`src/verilog/fetch_macros.svh`:
```
`ifndef FETCH_MACROS_SVH
`define FETCH_MACROS_SVH

// program counter width in bits
`define ADDR_WIDTH 32

// one rv32 instruction word
`define INSTR_WIDTH 32

// instruction memory size in words
// indexed by pc[9:2], so fetch addresses wrap every 1 KB
`define IMEM_WORDS 256

// fetch queue entries between fetch and decode
`define FQ_DEPTH 4

// pc value after reset
`define RESET_PC 32'h0000_0000

`endif

```
`src/verilog/fetch_pkg.sv`:
```
`default_nettype none

`include "fetch_macros.svh"

package fetch_pkg;

    // basic datapath words
    typedef logic [`ADDR_WIDTH-1:0]  addr_t;
    typedef logic [`INSTR_WIDTH-1:0] instr_t;

    // one fetched instruction on its way to decode
    // 32 + 32 + 1 + 1 + 32 = 98 bits
    typedef struct packed {
        addr_t  pc;
        instr_t instr;
        logic   is_cond_branch;
        logic   pred_taken;
        addr_t  pred_npc;
    } fetch_entry_t;

    // major opcodes in instr[6:0]
    localparam logic [6:0] OPC_BRANCH = 7'b1100011;
    localparam logic [6:0] OPC_JAL    = 7'b1101111;
    localparam logic [6:0] OPC_JALR   = 7'b1100111;

endpackage

`default_nettype wire

```
`src/verilog/fetch_queue.sv`:
```
`timescale 1ns/1ps
`default_nettype none

`include "fetch_macros.svh"

module fetch_queue #(
    parameter type entry_t = fetch_pkg::fetch_entry_t,
    parameter int  DEPTH   = `FQ_DEPTH
) (
    input  wire    clk,
    input  wire    rst_n,
    input  logic   flush,
    input  logic   push,
    input  entry_t push_data,
    input  logic   pop,
    output entry_t head,
    output logic   valid,
    output logic   full
);

    localparam int PTR_W = (DEPTH > 1) ? $clog2(DEPTH) : 1;
    localparam int CNT_W = $clog2(DEPTH + 1);

    // payload storage
    entry_t mem [DEPTH];

    logic [PTR_W-1:0] wr_ptr;
    logic [PTR_W-1:0] rd_ptr;
    logic [CNT_W-1:0] count;
    logic             do_pop;
    logic             do_push;

    // status from the count at the start of the cycle
    assign valid = (count != '0);
    assign full  = (count == CNT_W'(DEPTH));

    // pop on empty is dropped
    assign do_pop  = pop & valid;
    // a pop in the same cycle frees the slot for the push
    assign do_push = push & (~full | do_pop);

    // oldest entry is visible right after the edge that wrote it
    assign head = mem[rd_ptr];

    // circular write side
    always_ff @(posedge clk) begin
        if (do_push && !flush) begin
            mem[wr_ptr] <= push_data;
        end
    end

    // pointers and count; flush beats push and pop
    always_ff @(posedge clk or negedge rst_n) begin
        if (!rst_n) begin
            wr_ptr <= '0;
            rd_ptr <= '0;
            count  <= '0;
        end else if (flush) begin
            wr_ptr <= '0;
            rd_ptr <= '0;
            count  <= '0;
        end else begin
            if (do_push) begin
                wr_ptr <= (wr_ptr == PTR_W'(DEPTH - 1)) ? '0 : wr_ptr + 1'b1;
            end
            if (do_pop) begin
                rd_ptr <= (rd_ptr == PTR_W'(DEPTH - 1)) ? '0 : rd_ptr + 1'b1;
            end
            // simultaneous push and pop leave count alone
            case ({do_push, do_pop})
                2'b10:   count <= count + 1'b1;
                2'b01:   count <= count - 1'b1;
                default: count <= count;
            endcase
        end
    end

endmodule

`default_nettype wire

```
`config.mk`:
```
export PLATFORM = sky130hd
export DESIGN_NAME = fetch_queue
export DESIGN_NICKNAME = d
export VERILOG_FILES = /design/src/verilog/fetch_pkg.sv /design/src/verilog/fetch_queue.sv
export VERILOG_INCLUDE_DIRS = /design/src /design/src/verilog
export SDC_FILE = /design/constraint.sdc
export NUM_CORES = 1
export LEC_CHECK = 0
export ABC_AREA = 1
export BUFFER_PORTS_ARGS = -buffer_cell sky130_fd_sc_hd__buf_2
export CORE_MARGIN = 5
export CORE_UTILIZATION = 52
export DETAILED_ROUTE_END_ITERATION = 7
export MAX_ROUTING_LAYER = met4
export PLACE_DENSITY_LB_ADDON = 0.2
export SLEW_MARGIN = 20
export SYNTH_ARGS = -nofsm -noshare
export SYNTH_HDL_FRONTEND = slang
export SYNTH_SLANG_ARGS = --single-unit
```
`constraint.sdc`:
```
create_clock -name clk -period 6 [get_ports clk]
set_clock_uncertainty 0.2 [all_clocks]
set_input_delay 0.9 -clock clk [delete_from_list [all_inputs] [get_ports clk]]
set_output_delay 0.9 -clock clk [all_outputs]
set_load 0.02 [all_outputs]
```
# Word-level counts from Yosys, hierarchy flattened

Memory sizes are Yosys's and may differ from the RTL's.
Index checks and enable logic that the tools add are counted.

Add/sub/neg operators: 4
Eq/ne operators: 5
Muxes and demuxes: 10
Bitwise logic cells: 4
Reduce and logical (&&, ||, !) cells: 6

Operators with widths:

| kind                                             | number |
|---|---|
| 2-to-1 mux 2 bit                                 | 6 |
| == test 2 bit, second input constant             | 3 |
| one-hot mux 3 bit (2 select lines)               | 1 |
| nonzero test 3 bit                               | 2 |
| adder 2 x 1 -> 2 bit, second input constant      | 2 |
| nonzero test 2 bit                               | 2 |
| adder 3 x 1 -> 3 bit, second input constant      | 1 |
| == test 3 bit, second input constant             | 1 |
| 2-to-1 mux 3 bit                                 | 1 |
| subtractor 3 x 1 -> 3 bit, second input constant | 1 |
| AND 1 bit                                        | 2 |
| == test 2 x 1 -> 1 bit, second input constant    | 1 |
| 2-to-1 mux 1 bit                                 | 2 |
| logical AND 1 bit                                | 1 |
| zero test 1 bit                                  | 1 |
| NOT 1 bit                                        | 1 |
| bitwise OR 1 bit                                 | 1 |

Register bits after elaboration: 7
Memory bits (writable): 392
Bits of input ports: 103
Output and inout bits: 100
Word-level logic and storage cells: 33
Memories: 1

Memories:

| memory | depth | bits a word | read ports | clocked after Yosys merged registers in | wr ports | line              | source |
|---|---|---|---|---|---|---|---|
| mem    | 4     | 98          | 1          | 0                                       | 1        | fetch_queue.sv:25 | `entry_t mem [DEPTH];` |

# Longest topological paths before layout

Word-level depth: 7
Depth in mapped cells: 11
Gate-level depth less buffers: 11

# Worst setup path before layout

Ideal clock, no wire load.

Path type: input port to flip-flop
Start: input port flush
End: memory mem[0][0] in the netlist's numbering (enable)
Library setup time: 0.556 ns
Data arrival time: 5.448 ns
Data required time: 5.244 ns
Slack: -0.204 ns
Stages: 4
Path buffers: 1
Cell sequence: inv_1 > clkbuf_1 > nand2_1 > nor2_1

Cells in the longest elaborated chain, start to end: 4

Ends and longest elaborated chain:

| what                                   | line              | source |
|---|---|---|
| from (decl)                            | fetch_queue.sv:12 | `input logic flush,` |
| zero test 1 bit                        | fetch_queue.sv:47 | `if (do_push && !flush) begin` |
| logical AND 1 bit                      | fetch_queue.sv:47 |  |
| 2-to-1 mux 1 bit                       | fetch_queue.sv:47 |  |
| 2-to-1 mux 1 bit (implied by the code) | fetch_queue.sv:48 | `mem[wr_ptr] <= push_data;` |
| to (decl)                              | fetch_queue.sv:25 |  |

No other way between the ends.

==> out/summary.txt <==
status = completed
Post-Route WL = 31500 um
largest family of logic cells by synthesized area = compound AO/OA/AOI/OAI gates
Finished Layout Cells = 1625
slew margin rel. = 29.4%
Layout Nets = 1314
Root Driver = clkbuf_16
initial antenna violation count = 8
vias in the first global route = 8881
H-tree levels = 2
Synth top area share = 78.6%
leak pwr = 6.11 nW
DR vias/cell = 5.49
worst-path fanout max = 65
mapped cell area = 15000 sq um
Max-Cap Viols = 0
drt pass-1 iters = 5
gr ovfl total = 0
RSZ-0062 raised after global routing = no
post-route ant nets = 0
DR WL/cell = 19.4 um
Clock Latency Late Sink = 0.51 ns
Syn-to-layout area delta = 16.9%
area leader, netlist = edfxtp_1
Final min period = 4.68 ns
Placed Instances = 1547
die width = 180 um
clock-pin transition on the worst setup and hold timing paths = 0.06 ns
measured slew at the worst slew-check pin = 1.06 ns
Synth Area in XOR/XNOR = 0.0585%
commonest non-fill, non-tap cell in the layout = edfxtp_1
fillers = 2243
Fin. Hold Viols = 0
TNS Setup = 0 ns
Worst EP required = 4.90 ns
GRT Total Usage = 19.8%
multiplexer share of the synthesized area = 0%
Critical Path AT = 3.58 ns
Synth area leaders = edfxtp_1 79%, o21ai_0 5.9%, nor2_1 5.1%
1st-iter DRT viols = 666
Synth Area in Compound Gates = 10.9%
I/O pin count = 203
CP startpoint kind = register
Final GP Congestion = 0.740
DIE HEIGHT = 180 um
Placement Setup Slack = 1.81 ns
most frequent cells in the layout = 392 x edfxtp_1, 202 x buf_2, 198 x nor2_1, 175 x o21ai_0, 98 x o22ai_1
simple-gate area share of the yosys netlist = 5.77%
Synth Register Bits = 399
Initial Utilization = 52.4%
# rows = 62
Max VDD drop = 0.261 mV
crit path kind = register to output port
Setup crit end kind = output port
postcts setup bufs = 0
total core area = 28500 sq um
Pins Over Slew Limit = 0
Ys Warns = 0
Distinct cells, synth = 22
Mapped Cells = 1014
Hold Buf Count CTS = 0
crit share post-route = 77.9%
Die ar. = 32300 sq um
first-pass GRT wire length = 49400 um
fin util = 61.3%
clock buffer depth = 3
post-synthesis sequential area ratio = 79.8%
TritonCTS clock tree = built
largest net degree at the start of global routing = 103
Final Setup Violations = 0
Hold WC Path Type = input port to async pin
Port Buffers = 202
maximum operating frequency = 214 MHz
Mean Syn Cell Area = 14.8 sq um
Clock Sinks = 399
share of cells above drive strength 1 = 22.7%
PD cells = 402 nW/um^2
Synth Area in Adders = 0.468%
vias = 8920
CTS resizes = 0
final worst slack = 1.32 ns
Num CTS Buffers = 41
dpl hpwl = 17700 um
drc violations = 0
Syn Nets = 1122
==> synthesized netlist by cell type, drive strengths merged <==
library cell,count
edfxtp,392
nand4,2
nand3,8
clkinv,1
dfrtp,7
a21oi,3
nor2,202
o22ai,98
inv,16
o21ai,200
clkbuf,41
fa,1
ha,4
xnor2,1
nand2,14
buf,24
==> worst paths after layout <==
check                      cells after the start  slack (ns)         end     startpoint
min in group clk                               1        0.40  mem[2][88]  push_data[88]
max in group asynchronous                      1        5.40   rd_ptr[0]          rst_n
hold reg to reg                                2        0.41    count[1]       count[1]
hold / removal                                 1        0.02    count[2]          rst_n
setup / recovery                               5        1.32    head[56]      rd_ptr[1]
setup reg to reg                               9        3.01  mem[3][68]       count[0]
==> worst max-delay path, cell delays in order (launching register included) <==
cell	delay [ns]
dfrtp_2	0.94
clkinv_2	1.05
buf_4	0.62
o21ai_0	0.15
o22ai_1	0.09
buf_2	0.17
==> sequential cells by signal, indices dropped and copies added, names as in the netlist <==
register  cells
rd_ptr        2
mem         392
wr_ptr        2
count         3
==> through the flow <==
step / area (sq um) / power [mW] / hold WS [ns]
after global placement: 16200 / 4.75 / 0.370
after detailed placement: 16200 / 4.77 / 0.403
after floorplan: 15000 / 4.30 / 0.350
after global routing: 17500 / 7.38 / 0.00459
final: 17500 / 7.04 / 0.0156
after CTS: 17500 / 7.11 / 0.00184
==> cell type report <==
type                    count  area, sq um  area share (%)
inverters                  17         70.1           0.400
multi-input cells         533         2600            14.9
clock inverters            22          176            1.01
flip-flops and latches    399        12000            68.3
repair buffers            214         1130            6.44
clock buffers              47         1070            6.11
diodes                      9         22.5           0.129
well taps                 384          480            2.75
==> routing by layer <==
layer	share of wire, %	vias to the layer above	routed length, um	track usage [%]
li1	-	4209	-	-
met5	0	-	0	-
met3	8.0	64	2510	5.68
met4	2.4	0	758	4.97
met1	41	4360	13000	25.3
met2	49	287	15300	31.7
==> logic make-up after synthesis <==
logic type / Yosys count
compound gates: 301
xor+xnor: 1
fa+ha+maj: 5
buf+inv: 82
flops: 399
simple gates: 226
==> power breakdown <==
part | switching (mW) | total, mW | internal [mW]
Combinational | 1.04 | 1.45 | 0.415
Sequential | 0.0571 | 3.25 | 3.19
Clock | 0.950 | 2.34 | 1.39
Total | 2.04 | 7.04 | 5.00
Note: power is estimated with default switching activity, not from simulation.
