$ cat src/verilog/fetch_macros.svh
`ifndef FETCH_MACROS_SVH
`define FETCH_MACROS_SVH

// program counter width in bits
`define ADDR_WIDTH 32

// one rv32 instruction word
`define INSTR_WIDTH 32

// instruction memory size in words
// indexed by pc[9:2], so fetch addresses wrap every 1 KB
`define IMEM_WORDS 256

// fetch queue entries between fetch and decode
`define FQ_DEPTH 4

// pc value after reset
`define RESET_PC 32'h0000_0000

`endif

$ cat src/verilog/fetch_pkg.sv
`default_nettype none

`include "fetch_macros.svh"

package fetch_pkg;

    // basic datapath words
    typedef logic [`ADDR_WIDTH-1:0]  addr_t;
    typedef logic [`INSTR_WIDTH-1:0] instr_t;

    // one fetched instruction on its way to decode
    // 32 + 32 + 1 + 1 + 32 = 98 bits
    typedef struct packed {
        addr_t  pc;
        instr_t instr;
        logic   is_cond_branch;
        logic   pred_taken;
        addr_t  pred_npc;
    } fetch_entry_t;

    // major opcodes in instr[6:0]
    localparam logic [6:0] OPC_BRANCH = 7'b1100011;
    localparam logic [6:0] OPC_JAL    = 7'b1101111;
    localparam logic [6:0] OPC_JALR   = 7'b1100111;

endpackage

`default_nettype wire

$ cat src/verilog/predicted_npc.sv
`timescale 1ns/1ps
`default_nettype none

module predicted_npc (
    input  fetch_pkg::instr_t instr,
    input  fetch_pkg::addr_t  pc,
    output logic              is_cond_branch,
    output logic              br_prediction,
    output fetch_pkg::addr_t  next_pc
);

    logic [6:0]       opcode;
    logic             is_branch;
    logic             is_jal;
    logic             is_jalr;
    logic             is_backward;
    fetch_pkg::addr_t b_imm;
    fetch_pkg::addr_t j_imm;
    fetch_pkg::addr_t pc_plus4;
    fetch_pkg::addr_t br_target;
    fetch_pkg::addr_t jal_target;

    // opcode classes
    assign opcode    = instr[6:0];
    assign is_branch = (opcode == fetch_pkg::OPC_BRANCH);
    assign is_jal    = (opcode == fetch_pkg::OPC_JAL);
    assign is_jalr   = (opcode == fetch_pkg::OPC_JALR);

    // sign bit of the b-immediate doubles as the direction bit
    assign is_backward = instr[31];

    // 13-bit b-type offset with lsb zero
    assign b_imm = {{19{instr[31]}}, instr[31], instr[7], instr[30:25], instr[11:8], 1'b0};

    // 21-bit j-type offset with lsb zero
    assign j_imm = {{11{instr[31]}}, instr[31], instr[19:12], instr[20], instr[30:21], 1'b0};

    // three candidate targets computed in parallel
    assign pc_plus4   = pc + fetch_pkg::addr_t'(4);
    assign br_target  = pc + b_imm;
    assign jal_target = pc + j_imm;

    // only b-type words are conditional
    assign is_cond_branch = is_branch;

    // backward-taken, forward-not-taken; jal always taken
    assign br_prediction = is_jal | (is_branch & is_backward);

    always_comb begin
        if (is_jalr) begin
            // register target unknown at fetch
            // fall through and let resolution redirect
            next_pc = pc_plus4;
        end else if (is_jal) begin
            next_pc = jal_target;
        end else if (is_branch && is_backward) begin
            // likely a loop back edge
            next_pc = br_target;
        end else begin
            // forward branch or plain word
            next_pc = pc_plus4;
        end
    end

endmodule

`default_nettype wire

$ cat src/verilog/fetch_pc.sv
`timescale 1ns/1ps
`default_nettype none

`include "fetch_macros.svh"

module fetch_pc (
    input  wire                     clk,
    input  wire                     rst_n,
    input  logic                    fetch_en,
    input  logic                    full,
    input  logic                    redirect,
    input  fetch_pkg::addr_t        redirect_pc,
    input  fetch_pkg::instr_t       instr,
    output fetch_pkg::addr_t        pc,
    output logic                    push,
    output fetch_pkg::fetch_entry_t entry
);

    logic             is_cond_branch;
    logic             pred_taken;
    fetch_pkg::addr_t pred_npc;
    fetch_pkg::addr_t pc_next;

    // static prediction on the word read this cycle
    predicted_npc u_predicted_npc (
        .instr          (instr),
        .pc             (pc),
        .is_cond_branch (is_cond_branch),
        .br_prediction  (pred_taken),
        .next_pc        (pred_npc)
    );

    // one push per cycle unless the queue is full
    // a redirect cancels the word fetched this cycle
    assign push = fetch_en & ~full & ~redirect;

    // entry handed to the queue
    assign entry.pc             = pc;
    assign entry.instr          = instr;
    assign entry.is_cond_branch = is_cond_branch;
    assign entry.pred_taken     = pred_taken;
    assign entry.pred_npc       = pred_npc;

    // redirect first, then follow the prediction, else hold
    always_comb begin
        if (redirect) begin
            pc_next = redirect_pc;
        end else if (push) begin
            pc_next = pred_npc;
        end else begin
            pc_next = pc;
        end
    end

    always_ff @(posedge clk or negedge rst_n) begin
        if (!rst_n) begin
            pc <= `RESET_PC;
        end else begin
            pc <= pc_next;
        end
    end

endmodule

`default_nettype wire

$ cat config.mk
export PLATFORM = sky130hd
export DESIGN_NAME = fetch_pc
export DESIGN_NICKNAME = d
export VERILOG_FILES = /design/src/verilog/fetch_pkg.sv /design/src/verilog/predicted_npc.sv /design/src/verilog/fetch_pc.sv
export VERILOG_INCLUDE_DIRS = /design/src /design/src/verilog
export SDC_FILE = /design/constraint.sdc
export NUM_CORES = 1
export LEC_CHECK = 0
export BUFFER_PORTS_ARGS = -buffer_cell sky130_fd_sc_hd__buf_4
export CORE_MARGIN = 2
export CORE_UTILIZATION = 57
export CTS_CLUSTER_SIZE = 10
export DETAILED_ROUTE_END_ITERATION = 12
export PLACE_DENSITY = 0.95
export RECOVER_POWER = 25
export SLEW_MARGIN = 20
export SYNTH_ARGS = -nofsm -noshare
export SYNTH_HDL_FRONTEND = slang
export SYNTH_SLANG_ARGS = --single-unit
$ cat constraint.sdc
create_clock -name clk -period 7.8 [get_ports clk]
set_input_delay 0.78 -clock clk [delete_from_list [all_inputs] [get_ports clk]]
set_output_delay 0.78 -clock clk [all_outputs]
set_load 0.02 [all_outputs]
### After elaboration in Yosys (flattened, before gate mapping)

Index checks and enable logic that the tools add are counted.

| word-level totals | value |
|---|---|
| register bits | 32 |
| output and inout port bits | 131 |
| word-level logic and storage cells | 20 |

| operators by class | value |
|---|---|
| equal/unequal tests | 3 |
| multiplexer cells | 5 |
| reductions and logical operators | 2 |
| bitwise logic cells | 6 |
| $add $sub $neg | 3 |

Operators with widths:

| kind | count |
|---|---|
| $mux W32 | 5 |
| $add A32 B32 Y32 | 2 |
| $add A32 B3 Y32 const B | 1 |
| $eq A7 B7 Y1 const B | 3 |
| $and A1 B1 Y1 | 3 |
| $not A1 Y1 | 2 |
| $reduce_bool A2 Y1 | 1 |
| $logic_and A1 B1 Y1 | 1 |
| $or A1 B1 Y1 | 1 |

### Longest topological paths before layout

Gate-level depths: netlist of run 1.

| logic depth | value |
|---|---|
| word-level depth | 7 |
| mapped depth | 12 |
| gate-level depth less buffers | 12 |

### By module

From an unflattened synthesis of run 1, not the netlist that was laid out.

| unflattened totals | value |
|---|---|
| cells, all modules | 780 |
| area total of the unflattened synthesis | 5,876.9 um^2 |

Modules (own cells, without submodules):

| module | instances | cells each | area each (um^2) |
|---|---|---|---|
| predicted_npc | 1 | 533 | 3,573.4 |
| fetch_pc | 1 | 247 | 2,303.5 |

### Least setup slack after synthesis of run 1

Ideal clock, no wire load.

| timing path | value |
|---|---|
| path kind | input -> output |
| from | input instr[21] |
| to | output entry[29] (netlist name) |
| slack | 3.860 ns |
| stages on the path | 11 |
| data arrival time | 3.160 ns |
| path buffers | 0 |
| required time | 7.020 ns |
| path through | ha_1 -> inv_1 -> fa_1 -> nand2b_1 -> a21oi_1 -> nor2_1 -> o211ai_1 -> a41oi_2 -> o41a_1 -> and3_1 -> or3_1 |

RTL lines:

| element | line | RTL |
|---|---|---|
| start: declaration | fetch_pc.sv:13 | `input fetch_pkg::instr_t instr,` |
| end: declaration | fetch_pc.sv:16 | `output fetch_pkg::fetch_entry_t entry` |

==> results of run 1 <==
through the flow:
step,instances,cell area (um2),utilization [%],hold slack (ns)
after floorplan,811,6080,-,0.484
after global placement,1046,7120,68.9,0.547
after detailed placement,1046,7120,68.9,0.569
after CTS,1054,7240,70.2,0.436
after global routing,1054,7180,69.6,0.611
final,1054,7180,69.6,0.579
worst register-to-register path, stage by stage, from the launching register on:
cell      delay (ns)
dfrtp_1         0.52
inv_1           0.18
fa_1            0.46
nand2b_1        0.19
a21oi_1         0.34
nor2_1          0.16
o211ai_1        0.29
a41oi_2         0.21
o41a_1          0.39
and3_1          0.20
nor4_1          0.38
o31ai_1         0.13
cells by family (layout without fill, tap and decap cells):
family / Yosys count / count (layout) / share of synthesized area, %
mux: 20 / 20 / 3.31
xor+xnor: 51 / 51 / 7.35
fa+ha+maj: 46 / 46 / 9.72
simple gates: 275 / 275 / 22.9
compound gates: 259 / 259 / 31.1
flops: 32 / 32 / 13.2
buf+inv: 128 / 235 / 12.4
cell type report:
class / instances / area, um2 / area share [%]
tap: 136 / 170 / 2.37
timing repair buffer: 204 / 1470 / 20.4
multi-input combinational: 651 / 4530 / 63.1
clock inverter: 1 / 30.0 / 0.418
inverter: 23 / 86.3 / 1.20
clock buffer: 7 / 96.3 / 1.34
sequential: 32 / 801 / 11.1
cells in the final DEF, fill, tap and decap left out, types with 6 or more instances in the layout:
master	netlist	routed
xor2_1	24	24
o21ai_0	44	44
dfrtp_1	32	32
or2_2	6	6
a221o_1	10	10
inv_1	22	22
nand4_1	12	12
clkbuf_1	27	17
ha_1	44	44
nor2b_1	7	6
mux2i_1	19	19
clkbuf_8	0	7
nor2_1	57	57
xnor2_1	27	27
nand2_1	89	88
o31ai_1	8	8
o22ai_1	12	12
a22oi_1	7	7
a21oi_1	68	68
nor3_1	18	17
buf_4	67	187
nor3b_1	7	7
o21bai_1	8	8
a21o_1	11	11
and4_1	7	7
a31oi_1	6	6
nand2b_1	13	13
a211oi_1	7	7
and3_1	10	10
nand3_1	17	17
power by group:
part	switching (W)	leakage, nW	total (W)	internal (W)
combinational	0.000438	2.71	0.000724	0.000286
sequential	0.0000475	0.388	0.000231	0.000183
clock	0.0000737	0.0645	0.000187	0.000113
total	0.000559	3.17	0.00114	0.000582
worst paths after layout:
| path | endpoint | slack (ns) | cells past startpoint |
|---|---|---|---|
| setup / recovery | entry[29] | 3.20 | 13 |
| hold / removal | pc[0] | 0.58 | 1 |
| setup reg to reg | pc[29] | 4.16 | 11 |
| hold reg to reg | pc[0] | 0.58 | 1 |
| max in group asynchronous | pc[0] | 5.73 | 1 |
| min in group asynchronous | pc[14] | 0.99 | 1 |
metal layers:
metal  up-vias  GRT usage, %
met4         0          9.09
met1      3212          51.6
met5         -             0
met2       524          53.9
met3        42          7.38
li1       3155             -
==> impl_metrics.json, run 1 <==
{
  "synth_edf_count": 0,
  "drt-vias-per-instance": 6.58,
  "p_per_area_nw_per_um2": 159,
  "yosysTopAreaCell": "dfrtp_1",
  "power_leakage_nw": 3.17,
  "syn_to_final_growth_pct": 18.2,
  "syn_area_per_cell_um2": 7.49,
  "crit_path_frequent_cell": "buf_4",
  "ys_warn_count": 0,
  "skew_ns": 0.0147,
  "start_util_pct": 58.9,
  "synth_top_area_share_pct": 13.2,
  "dr_wl_met2_mm": 8.96,
  "netlist_top_cells_area": "dfrtp_1, ha_1, buf_4, a21oi_1, nand2_1",
  "wl_met3_mm": 2.94,
  "cts.sinks": 32,
  "finalPower_w": 0.00114,
  "routed_wl_mm": 20.8,
  "dr.pass1.iters": 5,
  "crit_slowest_cell": "fa_1",
  "regToRegStartpoint": "pc[2]",
  "largest_reg_flops": 32,
  "cp_cell_sequence": "buf_4 -> ha_1 -> inv_1 -> fa_1 -> nand2b_1 -> a21oi_1 -> nor2_1 -> o211ai_1 -> a41oi_2 -> o41a_1 -> and3_1 -> or3_1 -> buf_4",
  "antenna_found_initial": 0,
  "slowest_delay_ns": 0.41,
  "antenna_cells": 0,
  "ctsResizeCount": 0,
  "dpl.hpwl_mm": 16.0,
  "worstPathRequired_ns": 7.02,
  "reg_top3": "pc (32)",
  "htree_levels": 2,
  "clock_latency_ns": 0.30,
  "hold_buffers": 0,
  "synth_flop_cell": "dfrtp_1",
  "die_h_um": 107,
  "cap_viol_max_count": 2,
  "io_buffers": 199,
  "cts_tree": "done",
  "numCtsBuffers": 5,
  "grt_start_max_net_pins": 65,
  "regMostFlops": "pc",
  "clockBufferDepth": 2,
  "irDropWorstVdd_mv": 0.105,
  "hold_violations": 0,
  "finalCritPeriodShare_pct": 59.0,
  "min_path_type": "reg2reg",
  "root_buffer": "clkbuf_8",
  "cts.clk_slew.worst_paths_ns": 0.07,
  "synth.most_common_cell": "nand2_1",
  "drtIter0Drc": 849,
  "overflow": 0,
  "die_x_um": 107,
  "tightest_slew_ns": 2.48,
  "rsz0062_at_grt": "false",
  "violations": "capacitance limit, slew limit",
  "die_area_um2": 11500,
  "status": "finished, violations left",
  "synth_area_um2": 6080,
  "critPathLaunch": "instr[21]",
  "cp.arrival_ns": 3.82,
  "drt-wirelength-per-cell_um": 19.7,
  "synth_fp_nets": 926,
  "worst_slack_ns": 3.20,
  "ys_seq_area_share_pct": 13.2,
  "globalplace.congestion": 0.989,
  "max_clock_freq_mhz": 217,
  "drive_gt1_share_pct": 27.1,
  "max_slew_margin_pct": -65.6,
  "nFillCells": 915,
  "worst-setup-path-type": "in2out",
  "min_from": "pc[0]",
  "setup_viol": 0,
  "synth-seq-cells": 32,
  "first_global_vias": 6294,
  "finalSetupTns_ns": 0,
  "highest_layer": "met4",
  "drc": 0,
  "crit_family": "compound AO/OA/AOI/OAI gates",
  "num_rows": 37,
  "grt_pass1_wl_mm": 32.8,
  "end_kind": "output pin",
  "drv_slew": 98,
  "core_area_um2": 10300,
  "ys_top_cells_by_count": "nand2_1, a21oi_1, buf_4, nor2_1",
  "nets": 1032,
  "crit_path_start_kind": "primary input",
  "cts_setup_buffers": 0,
  "crit_path_max_fanout": 4,
  "num_io_pins": 200,
  "ant_nets": 0,
  "crit_buf_inv": 3,
  "gr-usage-all-layers_pct": 35.7,
  "pre_cts_ws_ns": 3.28,
  "post-route-min-period_ns": 4.60,
  "vias": 6933,
  "synthArstFlopShare_pct": 100,
  "synthesis.instances": 811,
  "m1WireLength_mm": 8.47,
  "synth.distinct_cells": 91
}
No activity file was read; power rests on OpenSTA's default activity.
==> run 2: changes to the inputs <==
--- a/config.mk
+++ b/config.mk
@@ -8,10 +8,10 @@
 export LEC_CHECK = 0
 export BUFFER_PORTS_ARGS = -buffer_cell sky130_fd_sc_hd__buf_4
 export CORE_MARGIN = 2
-export CORE_UTILIZATION = 57
+export CORE_UTILIZATION = 53
 export CTS_CLUSTER_SIZE = 10
 export DETAILED_ROUTE_END_ITERATION = 12
-export PLACE_DENSITY = 0.95
+export PLACE_DENSITY = 0.91
 export RECOVER_POWER = 25
 export SLEW_MARGIN = 20
 export SYNTH_ARGS = -nofsm -noshare
==> constraint.sdc (replaced) <==
create_clock -name clk -period 4.33 [get_ports clk]
set_input_delay 0.433 -clock clk [delete_from_list [all_inputs] [get_ports clk]]
set_output_delay 0.433 -clock clk [all_outputs]
set_load 0.02 [all_outputs]
==> impl_metrics.json, run 2 (same netlist as run 1, synthesis figures left out) <==
{
  "p_per_area_nw_per_um2": 299,
  "finalCritPeriodShare_pct": 96.0,
  "cp.arrival_ns": 3.73,
  "skew_ns": 0.00344,
  "hold_buffers": 0,
  "utilization_pct": 64.3,
  "crit_path_max_fanout": 8,
  "violations": "capacitance limit, slew limit",
  "routed_wl_mm": 20.8,
  "finalSetupTns_ns": 0,
  "die_h_um": 111,
  "seq_area_um2": 801,
  "drc": 0,
  "irDropWorstVdd_mv": 0.221,
  "final_cell_mix": "buf_4, nand2_1, a21oi_1, nor2_1",
  "post-route-min-period_ns": 4.16,
  "vias": 6914,
  "drv_slew": 33,
  "drive_gt1_share_pct": 27.5,
  "min_path_type": "in2reg",
  "worstRegToRegCells": 11,
  "num_rows": 39,
  "cp_cell_sequence": "inv_1 -> fa_1 -> nand2b_1 -> a21oi_1 -> nor2_1 -> o211ai_1 -> a41oi_2 -> o41a_1 -> and3_1 -> or3_1 -> buf_4",
  "dpl.hpwl_mm": 15.5,
  "gr-usage-all-layers_pct": 32.7,
  "wl_met3_mm": 2.83,
  "io_buffers": 199,
  "drt-wirelength-per-cell_um": 19.5,
  "end_kind": "output pin",
  "cap_viol_max_count": 1,
  "max_slew_margin_pct": -24.1,
  "multiInputGateArea_um2": 4530,
  "switchingPower_w": 0.00102,
  "layout_commonest_cell": "buf_4",
  "worst-setup-path-type": "reg2out",
  "regMostFlops": "pc",
  "slowest_delay_ns": 0.51,
  "die_area_um2": 12300,
  "power_leakage_nw": 3.22,
  "first_global_vias": 6370,
  "syn_to_final_growth_pct": 19.8,
  "p_comb_share_pct": 60.5,
  "drt-vias-per-instance": 6.49,
  "crit_buf_inv": 2,
  "cts_setup_buffers": 0,
  "num_io_pins": 200,
  "root_buffer": "clkbuf_16",
  "worstPathRequired_ns": 3.90,
  "regToRegEndpoint": "pc[29]",
  "nFillCells": 1010,
  "internal_power_w": 0.00116,
  "grt_start_max_net_pins": 65,
  "hold_violations": 0,
  "clock_latency_ns": 0.29,
  "htree_levels": 2,
  "grt_pass1_wl_mm": 33.4,
  "core_area_um2": 11300,
  "finalPower_w": 0.00218,
  "hold_depth": 3,
  "cts.clk_slew.worst_paths_ns": 0.06,
  "crit_path_start_kind": "flop",
  "rsz0062_at_grt": "false",
  "globalplace.congestion": 0.997,
  "numCtsBuffers": 5,
  "ctsResizeCount": 0,
  "cp.depth": 11,
  "setup_viol": 0,
  "regToRegStartpoint": "pc[2]",
  "cts.sinks": 32,
  "finalHoldWorstSlack_ns": 0.350,
  "start_util_pct": 53.7,
  "crit_slowest_cell": "dfrtp_1",
  "pre_cts_ws_ns": 0.522,
  "min_from": "redirect_pc[5]",
  "reg_top3": "pc (32)",
  "cts_tree": "done",
  "overflow": 0,
  "holdPathEnd": "pc[5]",
  "seq_power_share_pct": 18.8,
  "ant_nets": 0,
  "clockBufferDepth": 2,
  "status": "finished, violations left",
  "largest_reg_flops": 32,
  "dr.pass1.iters": 5,
  "max_clock_freq_mhz": 240,
  "antenna_cells": 0,
  "nets": 1037,
  "worst_slack_ns": 0.171,
  "dr_wl_met2_mm": 8.74,
  "rrSetupSlack_ns": 0.74,
  "drtIter0Drc": 749,
  "crit_family": "compound AO/OA/AOI/OAI gates",
  "die_x_um": 111,
  "tightest_slew_ns": 1.86,
  "swShare_pct": 46.8,
  "antenna_found_initial": 0,
  "clkPwrFrac_pct": 20.7,
  "highest_layer": "met4",
  "m1WireLength_mm": 8.59
}
## run 2: cell count changes in the layout (fill, tap and decap cells not counted), sizes merged
cell,previous run,this run
buf,187,192
## run 2: per-layer routing
| layer | GRT usage, % | up-vias |
|---|---|---|
| li1 | - | 3179 |
| met1 | 46.5 | 3170 |
| met2 | 48.7 | 502 |
| met3 | 7.93 | 63 |
| met4 | 10.9 | 0 |
| met5 | 0 | - |
## run 2: layout make-up
type | count | share of cell area [%]
multi-input cells | 651 | 62.2
inverters | 23 | 1.19
clock buffers | 7 | 2.10
well taps | 143 | 2.46
clock inverters | 1 | 0.412
flip-flops and latches | 32 | 11.0
repair buffers | 209 | 20.7
## run 2: metrics by stage
step	std cells	instance area [um2]
global route	1066	7280
finish	1066	7280
global placement	1058	7160
detailed placement	1058	7160
CTS	1066	7350
floorplan	811	6080
## run 2: tightest hold or removal path, stage by stage
cell and delay (ns):
buf_4 0.08, nand2_1 0.04, o21ai_0 0.05
## run 2: worst max-delay path by stage
stage	startpoint	endpoint	slack, ns
after floorplan	pc[1]	entry[29]	0.95
after global placement	instr[21]	entry[29]	0.59
after detailed placement	instr[21]	entry[29]	0.52
after CTS	pc[2]	entry[29]	0.27
after global routing	pc[1]	entry[29]	0.02
final	pc[2]	entry[29]	0.17
## run 2: power groups by stage
stage	registers, W	logic (W)	clock network [W]
6_report	0.000410	0.00132	0.000452
5_1_grt	0.000414	0.00141	0.000464
4_1_cts	0.000406	0.00130	0.000450
3_5_place_dp	0.000411	0.00129	0
3_3_place_gp	0.000410	0.00127	0
2_1_floorplan	0.000428	0.000884	0
==> run 3: changes to the inputs <==
--- a/config.mk
+++ b/config.mk
@@ -13,7 +13,7 @@
 export DETAILED_ROUTE_END_ITERATION = 12
 export PLACE_DENSITY = 0.91
 export RECOVER_POWER = 25
-export SLEW_MARGIN = 20
+export SLEW_MARGIN = 0
 export SYNTH_ARGS = -nofsm -noshare
 export SYNTH_HDL_FRONTEND = slang
 export SYNTH_SLANG_ARGS = --single-unit
==> constraint.sdc (replaced) <==
create_clock -name clk -period 4.4 [get_ports clk]
set_input_delay 0.44 -clock clk [delete_from_list [all_inputs] [get_ports clk]]
set_output_delay 0.44 -clock clk [all_outputs]
set_load 0.02 [all_outputs]
==> impl_metrics.json, run 3 (same netlist as run 1, synthesis figures left out) <==
{
  "status": "finished, violations left",
  "violations": "capacitance limit, slew limit",
  "reg_top3": "pc (32)",
  "clockBufferDepth": 2,
  "htree_levels": 2,
  "dr.pass1.iters": 5,
  "crit_path_start_kind": "flop",
  "die_x_um": 111,
  "crit_slowest_cell": "dfrtp_1",
  "min_path_type": "in2reg",
  "drt-wirelength-per-cell_um": 19.3,
  "root_buffer": "clkbuf_16",
  "io_buffers": 199,
  "core_area_um2": 11300,
  "cp_cell_sequence": "ha_1 -> inv_1 -> fa_1 -> nand2b_1 -> a21oi_1 -> nor2_1 -> o211ai_1 -> a41oi_2 -> o41a_1 -> and3_1 -> or3_1 -> buf_4",
  "overflow": 0,
  "numCtsBuffers": 5,
  "grt_start_max_net_pins": 65,
  "drt-vias-per-instance": 6.44,
  "drc": 0,
  "cts_tree": "done",
  "worst-setup-path-type": "reg2out",
  "dpl.hpwl_mm": 15.4,
  "finalSetupTns_ns": 0,
  "drive_gt1_share_pct": 27.3,
  "die_h_um": 111,
  "ant_nets": 0,
  "num_io_pins": 200,
  "p_per_area_nw_per_um2": 293,
  "vias": 6862,
  "nets": 1036,
  "pre_cts_ws_ns": 0.557,
  "num_rows": 39,
  "crit_family": "compound AO/OA/AOI/OAI gates",
  "worstPathRequired_ns": 3.96,
  "die_area_um2": 12300,
  "drtIter0Drc": 755,
  "start_util_pct": 53.7,
  "finalPower_w": 0.00213,
  "finalCritPeriodShare_pct": 95.0,
  "cts.clk_slew.worst_paths_ns": 0.06,
  "grt_pass1_wl_mm": 31.8,
  "globalplace.congestion": 0.997,
  "routed_wl_mm": 20.6,
  "regMostFlops": "pc",
  "cts_setup_buffers": 0,
  "cap_viol_max_count": 1,
  "max_slew_margin_pct": -24.3,
  "post-route-min-period_ns": 4.18,
  "largest_reg_flops": 32,
  "hold_violations": 0,
  "first_global_vias": 5933,
  "end_kind": "output pin",
  "cts.sinks": 32,
  "tightest_slew_ns": 1.86,
  "drv_slew": 33,
  "power_leakage_nw": 3.21,
  "irDropWorstVdd_mv": 0.253,
  "slowest_delay_ns": 0.44,
  "rsz0062_at_grt": "false",
  "skew_ns": 0.00706,
  "worst_slack_ns": 0.220,
  "antenna_found_initial": 1,
  "cp.arrival_ns": 3.74,
  "setup_viol": 0,
  "max_clock_freq_mhz": 239,
  "crit_buf_inv": 2,
  "syn_to_final_growth_pct": 19.7,
  "crit_path_max_fanout": 6,
  "gr-usage-all-layers_pct": 31.4,
  "hold_buffers": 0,
  "final_cell_mix": "buf_4, nand2_1, a21oi_1, nor2_1",
  "ctsResizeCount": 0,
  "clock_latency_ns": 0.29,
  "layout_commonest_cell": "buf_4"
}
[run 3: cell count changes in the layout (fill, tap and decap cells not counted), sizes merged]
cell | previous run | this run
buf | 192 | 191
diode | 0 | 1
[run 3: final timing paths]
path	from	to	slack, ns	depth (start not counted)
setup / recovery	pc[1]	entry[29]	0.22	12
hold / removal	redirect_pc[3]	pc[3]	0.36	3
setup reg to reg	pc[1]	pc[29]	0.74	12
hold reg to reg	pc[0]	pc[0]	0.58	1
max in group asynchronous	rst_n	pc[10]	2.66	1
min in group asynchronous	rst_n	pc[5]	0.65	1
[run 3: per-stage QoR]
step / util (%) / hold WS, ns / area [um2] / cells
after global routing: 64.3 / 0.369 / 7270 / 1065
after global placement: 63.2 / 0.410 / 7160 / 1057
after CTS: 64.8 / 0.108 / 7340 / 1065
after detailed placement: 63.2 / 0.409 / 7160 / 1057
after floorplan: - / 0.144 / 6080 / 811
final: 64.3 / 0.361 / 7280 / 1066
[run 3: cell type report]
class	instances	area [um2]
inverter	23	86.3
fill	996	4040
antenna	1	2.50
clock buffer	7	153
tap	143	179
multi-input combinational	651	4530
sequential	32	801
timing repair buffer	208	1500
clock inverter	1	30.0
[run 3: tightest hold or removal path, delay by kind of cell]
kind,cells,cell delay [ns]
buf+inv,1,0.07
compound gates,1,0.06
simple gates,1,0.04
[run 3: power by group]
group / leakage (nW) / internal [W] / switching, W
combinational: 2.73 / 0.000516 / 0.000771
sequential: 0.388 / 0.000325 / 0.0000815
clock: 0.0901 / 0.000298 / 0.000140
[run 3: layer usage]
layer  track usage [%]  wire length, um  vias to the layer above
li1                  -                -                     3165
met1              46.0             8660                     3172
met2              45.0             8630                      473
met3              9.08             2780                       52
met4              8.40              517                        0
met5                 0                0                        -
